<file path="src/x86_exec_pkg.sv">
// Execution side definitions: datapath width, ALU codes and flag layout.
// The flags vector holds only CF, PF, ZF, SF and OF, packed from bit 0.

package x86_exec_pkg;

    localparam int data_w   = 16;
    localparam int alu_op_w = 3;
    localparam int flags_w  = 5;

    localparam logic [2:0] alu_add  = 3'd0;
    localparam logic [2:0] alu_or   = 3'd1;
    localparam logic [2:0] alu_and  = 3'd2;
    localparam logic [2:0] alu_sub  = 3'd3;
    localparam logic [2:0] alu_xor  = 3'd4;
    // Forwards operand b, used by MOV
    localparam logic [2:0] alu_pass = 3'd5;

    localparam int cf_idx = 0;
    localparam int pf_idx = 1;
    localparam int zf_idx = 2;
    localparam int sf_idx = 3;
    localparam int of_idx = 4;

endpackage

</file>
<file path="src/x86_isa_pkg.sv">
// Instruction encoding for the register-form ALU subset of the 16-bit x86.
// One instruction is one 16-bit word: opcode in the high byte, ModRM or
// imm8 in the low byte. Only mod == 3 register operands are legal.
// The ModRM reg field is named reg_op because reg is a keyword.

package x86_isa_pkg;

    localparam int insn_w    = 16;
    localparam int reg_idx_w = 3;

    // Register forms, low bit selects 16-bit width
    localparam logic [7:0] op_add8  = 8'h00;
    localparam logic [7:0] op_add16 = 8'h01;
    localparam logic [7:0] op_or8   = 8'h08;
    localparam logic [7:0] op_or16  = 8'h09;
    localparam logic [7:0] op_and8  = 8'h20;
    localparam logic [7:0] op_and16 = 8'h21;
    localparam logic [7:0] op_sub8  = 8'h28;
    localparam logic [7:0] op_sub16 = 8'h29;
    localparam logic [7:0] op_xor8  = 8'h30;
    localparam logic [7:0] op_xor16 = 8'h31;
    localparam logic [7:0] op_cmp8  = 8'h38;
    localparam logic [7:0] op_cmp16 = 8'h39;

    // MOV r8, imm8 spans B0..B7, register in the low 3 bits
    localparam logic [7:0] op_mov_imm8_base = 8'hb0;

    localparam logic [1:0] mod_reg = 2'b11;

    typedef struct packed {
        logic [1:0] mod;
        logic [2:0] reg_op;
        logic [2:0] rm;
    } modrm_t;

    // Low byte of the instruction word, decoded by opcode
    typedef union packed {
        modrm_t     modrm;
        logic [7:0] imm8;
    } operand_byte_t;

    // 16-bit register numbers
    localparam logic [2:0] reg_ax = 3'd0;
    localparam logic [2:0] reg_cx = 3'd1;
    localparam logic [2:0] reg_dx = 3'd2;
    localparam logic [2:0] reg_bx = 3'd3;
    localparam logic [2:0] reg_sp = 3'd4;
    localparam logic [2:0] reg_bp = 3'd5;
    localparam logic [2:0] reg_si = 3'd6;
    localparam logic [2:0] reg_di = 3'd7;

    // 8-bit numbers, 4..7 are the high bytes of registers 0..3
    localparam logic [2:0] reg_al = 3'd0;
    localparam logic [2:0] reg_cl = 3'd1;
    localparam logic [2:0] reg_dl = 3'd2;
    localparam logic [2:0] reg_bl = 3'd3;
    localparam logic [2:0] reg_ah = 3'd4;
    localparam logic [2:0] reg_ch = 3'd5;
    localparam logic [2:0] reg_dh = 3'd6;
    localparam logic [2:0] reg_bh = 3'd7;

endpackage
</file>
<file path="src/x86_alu_core.sv">
// Register-form x86 ALU core: decode, execute and result queue in a row.
// Results leave in order, one cycle after acceptance when not back-pressured.
// At most three instructions are in flight.

`timescale 1ns/1ps

module x86_alu_core (
    input  logic                                clk,
    input  logic                                rst_n,
    input  logic                                in_valid,
    input  logic [x86_isa_pkg::insn_w-1:0]      in_insn,
    output logic                                in_ready,
    output logic                                out_valid,
    input  logic                                out_ready,
    output logic [x86_isa_pkg::reg_idx_w-1:0]   out_reg,
    output logic [x86_exec_pkg::data_w-1:0]     out_value,
    output logic [x86_exec_pkg::flags_w-1:0]    out_flags,
    output logic                                out_illegal
);
    import x86_isa_pkg::*;
    import x86_exec_pkg::*;

    logic                 dec_valid;
    logic                 dec_ready;
    logic [alu_op_w-1:0]  dec_op;
    logic                 dec_byte;
    logic [reg_idx_w-1:0] dec_dst;
    logic [reg_idx_w-1:0] dec_src;
    logic                 dec_use_imm;
    logic [7:0]           dec_imm;
    logic                 dec_write;
    logic                 dec_flags_wr;
    logic                 dec_illegal;

    logic                 q_full;
    logic                 q_push;
    logic [reg_idx_w-1:0] q_reg;
    logic [data_w-1:0]    q_value;
    logic [flags_w-1:0]   q_flags;
    logic                 q_illegal;

    insn_decode insn_decode_i (
        .clk         (clk),
        .rst_n       (rst_n),
        .in_valid    (in_valid),
        .in_insn     (in_insn),
        .in_ready    (in_ready),
        .dec_valid   (dec_valid),
        .dec_ready   (dec_ready),
        .dec_op      (dec_op),
        .dec_byte    (dec_byte),
        .dec_dst     (dec_dst),
        .dec_src     (dec_src),
        .dec_use_imm (dec_use_imm),
        .dec_imm     (dec_imm),
        .dec_write   (dec_write),
        .dec_flags_wr(dec_flags_wr),
        .dec_illegal (dec_illegal)
    );

    alu_execute alu_execute_i (
        .clk         (clk),
        .rst_n       (rst_n),
        .dec_valid   (dec_valid),
        .dec_ready   (dec_ready),
        .dec_op      (dec_op),
        .dec_byte    (dec_byte),
        .dec_dst     (dec_dst),
        .dec_src     (dec_src),
        .dec_use_imm (dec_use_imm),
        .dec_imm     (dec_imm),
        .dec_write   (dec_write),
        .dec_flags_wr(dec_flags_wr),
        .dec_illegal (dec_illegal),
        .q_full      (q_full),
        .q_push      (q_push),
        .q_reg       (q_reg),
        .q_value     (q_value),
        .q_flags     (q_flags),
        .q_illegal   (q_illegal)
    );

    result_queue result_queue_i (
        .clk        (clk),
        .rst_n      (rst_n),
        .q_push     (q_push),
        .q_reg      (q_reg),
        .q_value    (q_value),
        .q_flags    (q_flags),
        .q_illegal  (q_illegal),
        .q_full     (q_full),
        .out_valid  (out_valid),
        .out_ready  (out_ready),
        .out_reg    (out_reg),
        .out_value  (out_value),
        .out_flags  (out_flags),
        .out_illegal(out_illegal)
    );

endmodule

</file>
<file path="src/result_queue.sv">
// Two-entry result FIFO feeding the output valid/ready channel.
// The producer must not push while q_full is high.
// A push into an empty queue is visible on the output after that edge.

`timescale 1ns/1ps

module result_queue (
    input  logic                                clk,
    input  logic                                rst_n,
    input  logic                                q_push,
    input  logic [x86_isa_pkg::reg_idx_w-1:0]   q_reg,
    input  logic [x86_exec_pkg::data_w-1:0]     q_value,
    input  logic [x86_exec_pkg::flags_w-1:0]    q_flags,
    input  logic                                q_illegal,
    output logic                                q_full,
    output logic                                out_valid,
    input  logic                                out_ready,
    output logic [x86_isa_pkg::reg_idx_w-1:0]   out_reg,
    output logic [x86_exec_pkg::data_w-1:0]     out_value,
    output logic [x86_exec_pkg::flags_w-1:0]    out_flags,
    output logic                                out_illegal
);
    import x86_isa_pkg::*;
    import x86_exec_pkg::*;

    logic [reg_idx_w-1:0] reg_mem     [2];
    logic [data_w-1:0]    value_mem   [2];
    logic [flags_w-1:0]   flags_mem   [2];
    logic [1:0]           illegal_mem;
    logic                 wr_ptr;
    logic                 rd_ptr;
    logic [1:0]           count;
    logic                 pop;

    assign out_valid = count != 2'd0;
    assign q_full    = count == 2'd2;
    assign pop       = out_valid && out_ready;

    always_ff @(posedge clk or negedge rst_n) begin
        if (!rst_n) begin
            wr_ptr <= 1'b0;
            rd_ptr <= 1'b0;
            count  <= 2'd0;
        end else begin
            wr_ptr <= wr_ptr ^ q_push;
            rd_ptr <= rd_ptr ^ pop;
            count  <= count + {1'b0, q_push} - {1'b0, pop};
        end
    end

    always_ff @(posedge clk) begin
        if (q_push) begin
            reg_mem[wr_ptr]     <= q_reg;
            value_mem[wr_ptr]   <= q_value;
            flags_mem[wr_ptr]   <= q_flags;
            illegal_mem[wr_ptr] <= q_illegal;
        end
    end

    // Head entry
    assign out_reg     = reg_mem[rd_ptr];
    assign out_value   = value_mem[rd_ptr];
    assign out_flags   = flags_mem[rd_ptr];
    assign out_illegal = illegal_mem[rd_ptr];

endmodule

</file>
<file path="src/alu_execute.sv">
// Combinational execute stage with register file and flags register.
// Writes back, updates flags and pushes a result at the transfer edge.
// dec_ready is simply the result queue's not-full.

`timescale 1ns/1ps

module alu_execute (
    input  logic                                clk,
    input  logic                                rst_n,
    input  logic                                dec_valid,
    output logic                                dec_ready,
    input  logic [x86_exec_pkg::alu_op_w-1:0]   dec_op,
    input  logic                                dec_byte,
    input  logic [x86_isa_pkg::reg_idx_w-1:0]   dec_dst,
    input  logic [x86_isa_pkg::reg_idx_w-1:0]   dec_src,
    input  logic                                dec_use_imm,
    input  logic [7:0]                          dec_imm,
    input  logic                                dec_write,
    input  logic                                dec_flags_wr,
    input  logic                                dec_illegal,
    input  logic                                q_full,
    output logic                                q_push,
    output logic [x86_isa_pkg::reg_idx_w-1:0]   q_reg,
    output logic [x86_exec_pkg::data_w-1:0]     q_value,
    output logic [x86_exec_pkg::flags_w-1:0]    q_flags,
    output logic                                q_illegal
);
    import x86_exec_pkg::*;

    logic                xfer;
    logic [data_w-1:0]   a_val;
    logic [data_w-1:0]   rb_val;
    logic [data_w-1:0]   b_val;
    logic [data_w:0]     sum;
    logic [data_w:0]     diff;
    logic [data_w-1:0]   raw;
    logic [data_w-1:0]   value;
    logic                carry;
    logic                ovf;
    logic                a_msb;
    logic                b_msb;
    logic                r_msb;
    logic [flags_w-1:0]  flags_q;
    logic [flags_w-1:0]  flags_nx;

    assign dec_ready = !q_full;
    assign xfer      = dec_valid && dec_ready;

    register_file register_file_i (
        .clk      (clk),
        .rst_n    (rst_n),
        .byte_mode(dec_byte),
        .rd_a_sel (dec_dst),
        .rd_b_sel (dec_src),
        .rd_a_val (a_val),
        .rd_b_val (rb_val),
        .wr_sel   (dec_dst),
        .wr_val   (value),
        .wr_en    (xfer && dec_write)
    );

    assign b_val = dec_use_imm ? {8'h00, dec_imm} : rb_val;

    // Byte operands are zero-extended, so bit 8 is the byte carry or borrow
    assign sum  = {1'b0, a_val} + {1'b0, b_val};
    assign diff = {1'b0, a_val} - {1'b0, b_val};

    always_comb begin
        raw   = '0;
        carry = 1'b0;
        case (dec_op)
            alu_add: begin
                raw   = sum[data_w-1:0];
                carry = dec_byte ? sum[8] : sum[data_w];
            end
            alu_sub: begin
                raw   = diff[data_w-1:0];
                carry = dec_byte ? diff[8] : diff[data_w];
            end
            alu_or:   raw = a_val | b_val;
            alu_and:  raw = a_val & b_val;
            alu_xor:  raw = a_val ^ b_val;
            alu_pass: raw = b_val;
            default:  raw = '0;
        endcase
    end

    assign value = dec_byte ? {8'h00, raw[7:0]} : raw;
    assign a_msb = dec_byte ? a_val[7] : a_val[data_w-1];
    assign b_msb = dec_byte ? b_val[7] : b_val[data_w-1];
    assign r_msb = dec_byte ? value[7] : value[data_w-1];

    assign ovf = (dec_op == alu_add) ? (a_msb == b_msb) && (r_msb != a_msb) :
                 (dec_op == alu_sub) ? (a_msb != b_msb) && (r_msb != a_msb) : 1'b0;

    always_comb begin
        flags_nx         = '0;
        flags_nx[cf_idx] = carry;
        flags_nx[pf_idx] = ~^value[7:0];
        flags_nx[zf_idx] = value == '0;
        flags_nx[sf_idx] = r_msb;
        flags_nx[of_idx] = ovf;
    end

    always_ff @(posedge clk or negedge rst_n) begin
        if (!rst_n) begin
            flags_q <= '0;
        end else if (xfer && dec_flags_wr) begin
            flags_q <= flags_nx;
        end
    end

    assign q_push    = xfer;
    assign q_reg     = dec_dst;
    assign q_value   = dec_illegal ? '0 : value;
    assign q_flags   = dec_flags_wr ? flags_nx : flags_q;
    assign q_illegal = dec_illegal;

endmodule

</file>
<file path="src/register_file.sv">
// Eight 16-bit general registers with two read ports and one write port.
// In byte mode, numbers 4..7 select the high byte of registers 0..3.
// Byte reads come back zero-extended; byte writes touch one lane only.

`timescale 1ns/1ps

module register_file (
    input  logic                                clk,
    input  logic                                rst_n,
    input  logic                                byte_mode,
    input  logic [x86_isa_pkg::reg_idx_w-1:0]   rd_a_sel,
    input  logic [x86_isa_pkg::reg_idx_w-1:0]   rd_b_sel,
    output logic [x86_exec_pkg::data_w-1:0]     rd_a_val,
    output logic [x86_exec_pkg::data_w-1:0]     rd_b_val,
    input  logic [x86_isa_pkg::reg_idx_w-1:0]   wr_sel,
    input  logic [x86_exec_pkg::data_w-1:0]     wr_val,
    input  logic                                wr_en
);
    import x86_isa_pkg::*;
    import x86_exec_pkg::*;

    logic [data_w-1:0] regs [1 << reg_idx_w];

    function automatic logic [data_w-1:0] lane_read(input logic [reg_idx_w-1:0] sel);
        logic [data_w-1:0] word;
        word = regs[sel[1:0]];
        if (!byte_mode) begin
            return regs[sel];
        end
        return sel[2] ? {8'h00, word[15:8]} : {8'h00, word[7:0]};
    endfunction

    always_comb begin
        rd_a_val = lane_read(rd_a_sel);
        rd_b_val = lane_read(rd_b_sel);
    end

    always_ff @(posedge clk or negedge rst_n) begin
        if (!rst_n) begin
            for (int i = 0; i < (1 << reg_idx_w); i++) begin
                regs[i] <= '0;
            end
        end else if (wr_en) begin
            if (!byte_mode) begin
                regs[wr_sel] <= wr_val;
            end else if (wr_sel[2]) begin
                regs[wr_sel[1:0]][15:8] <= wr_val[7:0];
            end else begin
                regs[wr_sel[1:0]][7:0] <= wr_val[7:0];
            end
        end
    end

endmodule

</file>
<file path="src/insn_decode.sv">
// Single register stage between the instruction channel and execute.
// in_insn must be held while in_valid is high and in_ready is low.
// All legality checks live here; illegal items carry dst 0 and no writes.

`timescale 1ns/1ps

module insn_decode (
    input  logic                                clk,
    input  logic                                rst_n,
    input  logic                                in_valid,
    input  logic [x86_isa_pkg::insn_w-1:0]      in_insn,
    output logic                                in_ready,
    output logic                                dec_valid,
    input  logic                                dec_ready,
    output logic [x86_exec_pkg::alu_op_w-1:0]   dec_op,
    output logic                                dec_byte,
    output logic [x86_isa_pkg::reg_idx_w-1:0]   dec_dst,
    output logic [x86_isa_pkg::reg_idx_w-1:0]   dec_src,
    output logic                                dec_use_imm,
    output logic [7:0]                          dec_imm,
    output logic                                dec_write,
    output logic                                dec_flags_wr,
    output logic                                dec_illegal
);
    import x86_isa_pkg::*;
    import x86_exec_pkg::*;

    logic [7:0]          opcode;
    operand_byte_t       operand;
    logic [alu_op_w-1:0] nx_op;
    logic                nx_alu;
    logic                nx_mov;
    logic                nx_cmp;
    logic                nx_legal;

    assign opcode  = in_insn[insn_w-1:8];
    assign operand = in_insn[7:0];

    // Stage can take a new word when empty or draining this cycle
    assign in_ready = !dec_valid || dec_ready;

    always_comb begin
        nx_alu = 1'b1;
        nx_op  = alu_add;
        case (opcode)
            op_add8, op_add16: nx_op = alu_add;
            op_or8, op_or16:   nx_op = alu_or;
            op_and8, op_and16: nx_op = alu_and;
            op_sub8, op_sub16: nx_op = alu_sub;
            op_xor8, op_xor16: nx_op = alu_xor;
            // CMP is a subtract without write back
            op_cmp8, op_cmp16: nx_op = alu_sub;
            default:           nx_alu = 1'b0;
        endcase
    end

    assign nx_mov   = opcode[7:3] == op_mov_imm8_base[7:3];
    assign nx_cmp   = opcode == op_cmp8 || opcode == op_cmp16;
    assign nx_legal = nx_mov || (nx_alu && operand.modrm.mod == mod_reg);

    always_ff @(posedge clk or negedge rst_n) begin
        if (!rst_n) begin
            dec_valid <= 1'b0;
        end else if (in_ready) begin
            dec_valid <= in_valid;
        end
    end

    always_ff @(posedge clk) begin
        if (in_valid && in_ready) begin
            dec_op       <= nx_mov ? alu_pass : nx_op;
            dec_byte     <= nx_mov || !opcode[0];
            dec_dst      <= !nx_legal ? '0 : (nx_mov ? opcode[2:0] : operand.modrm.rm);
            dec_src      <= operand.modrm.reg_op;
            dec_use_imm  <= nx_mov;
            dec_imm      <= operand.imm8;
            dec_write    <= nx_legal && !nx_cmp;
            dec_flags_wr <= nx_legal && !nx_mov;
            dec_illegal  <= !nx_legal;
        end
    end

endmodule

</file>
<file path="config.mk">
export PLATFORM = sky130hd
export DESIGN_NAME = x86_alu_core
export DESIGN_NICKNAME = d
export VERILOG_FILES = /design/src/x86_exec_pkg.sv /design/src/x86_isa_pkg.sv /design/src/x86_alu_core.sv /design/src/result_queue.sv /design/src/alu_execute.sv /design/src/register_file.sv /design/src/insn_decode.sv
export SDC_FILE = /design/constraint.sdc
export NUM_CORES = 1
export LEC_CHECK = 0
export ABC_AREA = 1
export BUFFER_PORTS_ARGS = -buffer_cell sky130_fd_sc_hd__buf_2
export CAP_MARGIN = 20
export CORE_UTILIZATION = 40
export CTS_CLUSTER_DIAMETER = 120
export DETAILED_ROUTE_END_ITERATION = 6
export HOLD_SLACK_MARGIN = 0.02
export PLACE_DENSITY = 0.64
export SETUP_SLACK_MARGIN = 0.5
export SLEW_MARGIN = 10
export SYNTH_ARGS = -nofsm -noshare
export SYNTH_HDL_FRONTEND = slang
export SYNTH_SLANG_ARGS = --single-unit
</file>
<file path="constraint.sdc">
create_clock -name clk -period 7.3 [get_ports clk]
set_input_delay 2.19 -clock clk [delete_from_list [all_inputs] [get_ports clk]]
set_output_delay 2.19 -clock clk [all_outputs]
set_load 0.03 [all_outputs]
</file>
==> impl_metrics.csv <==
group,metric,value,unit
run_status,status,"finished with violations",
run_status,violations,"design-rule violations",
synthesis,synth.distinct_cells,53,
sta,finalHoldViolCount,0,
synthesis,async_reset_ff_frac,0.667,
finish,drive_gt1_frac,0.113,
clock_tree,hold_buffers,0,
die,start_util,0.405,
finish,antennaDiodeCount,0,
clock_tree,cts.sinks,207,
setup_path,critPathRequiredTime,7.57,ns
sta,final-setup-viol-count,0,
finish,final_cell_mix,"548 x nand2_1, 221 x inv_1, 184 x nor2_1",
power_and_ir_drop,vdd_drop_max,0.295,mV
sta,period_share,0.743,
drt,via_per_inst,5.59,
die,die-area,35600,um^2
sta,slew_violations,0,
drt,drtIter0Drc,1620,
clock_tree,root_buffer,"clkbuf_16",
clock_tree,htree_levels,1,
place,numPortBuffers,46,
setup_path,cp_max_fo,13,
setup_path,critPathLaunchType,"register",
synthesis,ys_seq_area_frac,0.396,
die,io_pins,47,
die,core_area,34500,um^2
sta,worstMarginPinSlew,1.20,ns
grt,grt_max_degree,90,
grt,grt_pass1_wl,74400,um
clock_tree,ctsResizeCount,0,
synthesis,avgSynthCellArea,7.28,um^2
finish,syn_to_final_growth,9.02,%
die,die_x,189,um
synthesis,synth_warnings,0,
grt,grt_pass1_vias,12700,
synthesis,synth_nets,1995,
flow_run,cap_violations,0,
sta,finalClockSkew,0.0274,ns
die,placementRows,68,
grt,grt_overflow_total,0,
setup_path,end_kind,"register",
place,dp_hpwl,34300,um
sta,slew_headroom,0.200,
drt,wl_per_cell,20.1,um
grt,grt_antenna_before_repair,0,
power_and_ir_drop,p_leak,0.00732,uW
finish,final_nets,2003,
power_and_ir_drop,power_density,441,nW/um^2
clock_tree,clk_latency,0.54,ns
sta,holdWs,0.488,ns
drt,vias,13400,
synthesis,syn_area,14000,um^2
sta,grt_setup_unrepaired,"no",
finish,final_common_cell,"nand2_1",
worst_hold_path,hold_path.class,"register to register",
drt,final_antenna_net_count,0,
grt,gr-usage-all-layers,0.270,
die,floorplan.die.height,189,um
synthesis,synth_edf_count,69,
setup_path,arrival,5.69,ns
synthesis,synth_ff_type,"dfrtp_1",
synthesis,synth-seq-cells,207,
clock_tree,tritoncts,"yes",
sta,fin_tns_setup,0,ns
drt,drtPass1Iterations,7,
setup_path,crit_type,"register to register",
sta,min_period,5.42,ns
sta,timing.fmax,0.184,GHz
place,place.gp.congestion,0.965,
clock_tree,clkTransAtPathRegs,0.06,ns
clock_tree,numCtsBuffers,24,
drt,routed_wl,48300,um
synthesis,synth_cells,1917,
clock_tree,cts.path.max_buffers,3,
clock_tree,postCtsSetupRepairBufs,0,
drt,drc_errors,6,
==> worst max-delay path, stage by stage (launching register included) <==
cell      delay [ns]
edfxtp_1        0.48
nor2_2          0.67
inv_2           0.35
o22ai_1         0.20
o21ai_0         0.23
nand2_1         0.12
nor2_1          0.10
ha_1            0.19
inv_1           0.20
fa_1            0.34
inv_1           0.09
o21ai_1         0.37
a21oi_1         0.11
o21ai_0         0.10
nand2_1         0.07
a21oi_1         0.19
nand2_1         0.37
inv_1           0.24
ha_1            0.26
xnor2_1         0.18
xnor2_1         0.16
o21ai_0         0.12
==> registers in the layout, summed over array words and instances, names as in the netlist <==
register	count
result_queue_i.flags_mem	10
result_queue_i.illegal_mem	2
result_queue_i.wr_ptr	1
insn_decode_i.dec_use_imm	1
result_queue_i.value_mem	32
insn_decode_i.dec_write	1
insn_decode_i.dec_illegal	1
insn_decode_i.dec_dst	3
insn_decode_i.dec_valid	1
insn_decode_i.dec_byte	1
result_queue_i.reg_mem	6
insn_decode_i.dec_imm	8
insn_decode_i.dec_flags_wr	1
alu_execute_i.register_file_i.regs	128
result_queue_i.rd_ptr	1
insn_decode_i.dec_op	3
result_queue_i.count	2
alu_execute_i.flags_q	5
==> kinds of logic (layout without fill, tap and decap cells) <==
family / count (synthesis) / in the layout / share of synthesized area
DFF: 207 / 207 / 0.396
AOI/OAI and AO/OA: 359 / 359 / 0.151
and+or+nand+nor: 942 / 942 / 0.289
adders and majority gates: 58 / 58 / 0.0531
xor gates and xnor gates: 6 / 6 / 0.00377
buffers and inverters: 342 / 368 / 0.105
muxes: 3 / 3 / 0.00215
==> per-layer routing <==
| metal | wire [um] | vias to the layer above | share of wire | track usage |
|---|---|---|---|---|
| met3 | 4550 | 156 | 0.094 | 0.0501 |
| met4 | 2540 | 0 | 0.053 | 0.127 |
| met1 | 20300 | 6252 | 0.42 | 0.369 |
| met5 | 0 | - | 0 | 0 |
| li1 | - | 6255 | - | - |
| met2 | 20900 | 735 | 0.43 | 0.412 |
==> metrics by stage <==
| stage | utilization | std cells | power (uW) | worst slack, ns | instance area (um^2) |
|---|---|---|---|---|---|
| finish | 0.441 | 2398 | 6700 | 1.88 | 15200 |
| global route | 0.441 | 2398 | 7130 | 1.63 | 15200 |
| CTS | 0.441 | 2398 | 6640 | 2.07 | 15200 |
| detailed placement | 0.418 | 2354 | 5390 | 2.09 | 14400 |
| global placement | 0.418 | 2354 | 5330 | 2.05 | 14400 |
| floorplan | - | 1917 | 4390 | 3.51 | 14000 |
==> worst paths after layout <==
path	to	from	slack, ns	cells past startpoint
min in group asynchronous	result_queue_i.count[0]	rst_n	1.68	1
worst min register to register	alu_execute_i.flags_q[2]	alu_execute_i.flags_q[2]	0.49	2
worst max register to register	result_queue_i.flags_mem[0][1]	insn_decode_i.dec_dst[1]	1.88	21
max in group asynchronous	alu_execute_i.register_file_i.regs[18]	rst_n	4.43	2
worst min-delay path	alu_execute_i.flags_q[2]	alu_execute_i.flags_q[2]	0.49	2
worst max-delay path	result_queue_i.flags_mem[0][1]	insn_decode_i.dec_dst[1]	1.88	21
==> power breakdown <==
| part | total [uW] | leakage [uW] | internal (uW) | switching (uW) |
|---|---|---|---|---|
| logic | 3450 | 0.00451 | 986 | 2470 |
| clock network | 1250 | 0.000397 | 745 | 505 |
| registers | 2000 | 0.00241 | 1700 | 303 |
==> final cells by class <==
type | instances | area [um^2]
Sequential cell | 207 | 5530
Clock buffer | 24 | 601
Tap cell | 455 | 569
Timing Repair Buffer | 59 | 334
Fill cell | 3488 | 19200
Multi-Input combinational cell | 1368 | 6970
Clock inverter | 20 | 216
Inverter | 265 | 997
==> synthesized netlist by cell type (9+ instances only) <==
master / number / share of area
nor2_2: 19 / 0.0085
nand3_2: 17 / 0.012
clkbuf_1: 18 / 0.0048
nand4_1: 18 / 0.0081
nand2_2: 15 / 0.0067
buf_6: 12 / 0.0097
buf_2: 35 / 0.013
nor3_1: 9 / 0.0032
a21oi_1: 136 / 0.049
o22ai_1: 16 / 0.0072
o211ai_1: 14 / 0.0075
nor2_1: 185 / 0.050
buf_4: 11 / 0.0059
inv_2: 40 / 0.011
o2111ai_1: 13 / 0.0082
o21ai_1: 42 / 0.015
dfrtp_1: 138 / 0.25
a22oi_1: 9 / 0.0048
nand2_1: 548 / 0.15
edfxtp_1: 69 / 0.15
inv_1: 221 / 0.059
ha_1: 56 / 0.050
o21ai_0: 84 / 0.030
a221oi_1: 9 / 0.0057
nand3_1: 111 / 0.040
No activity file was read; power rests on OpenSTA's default activity.
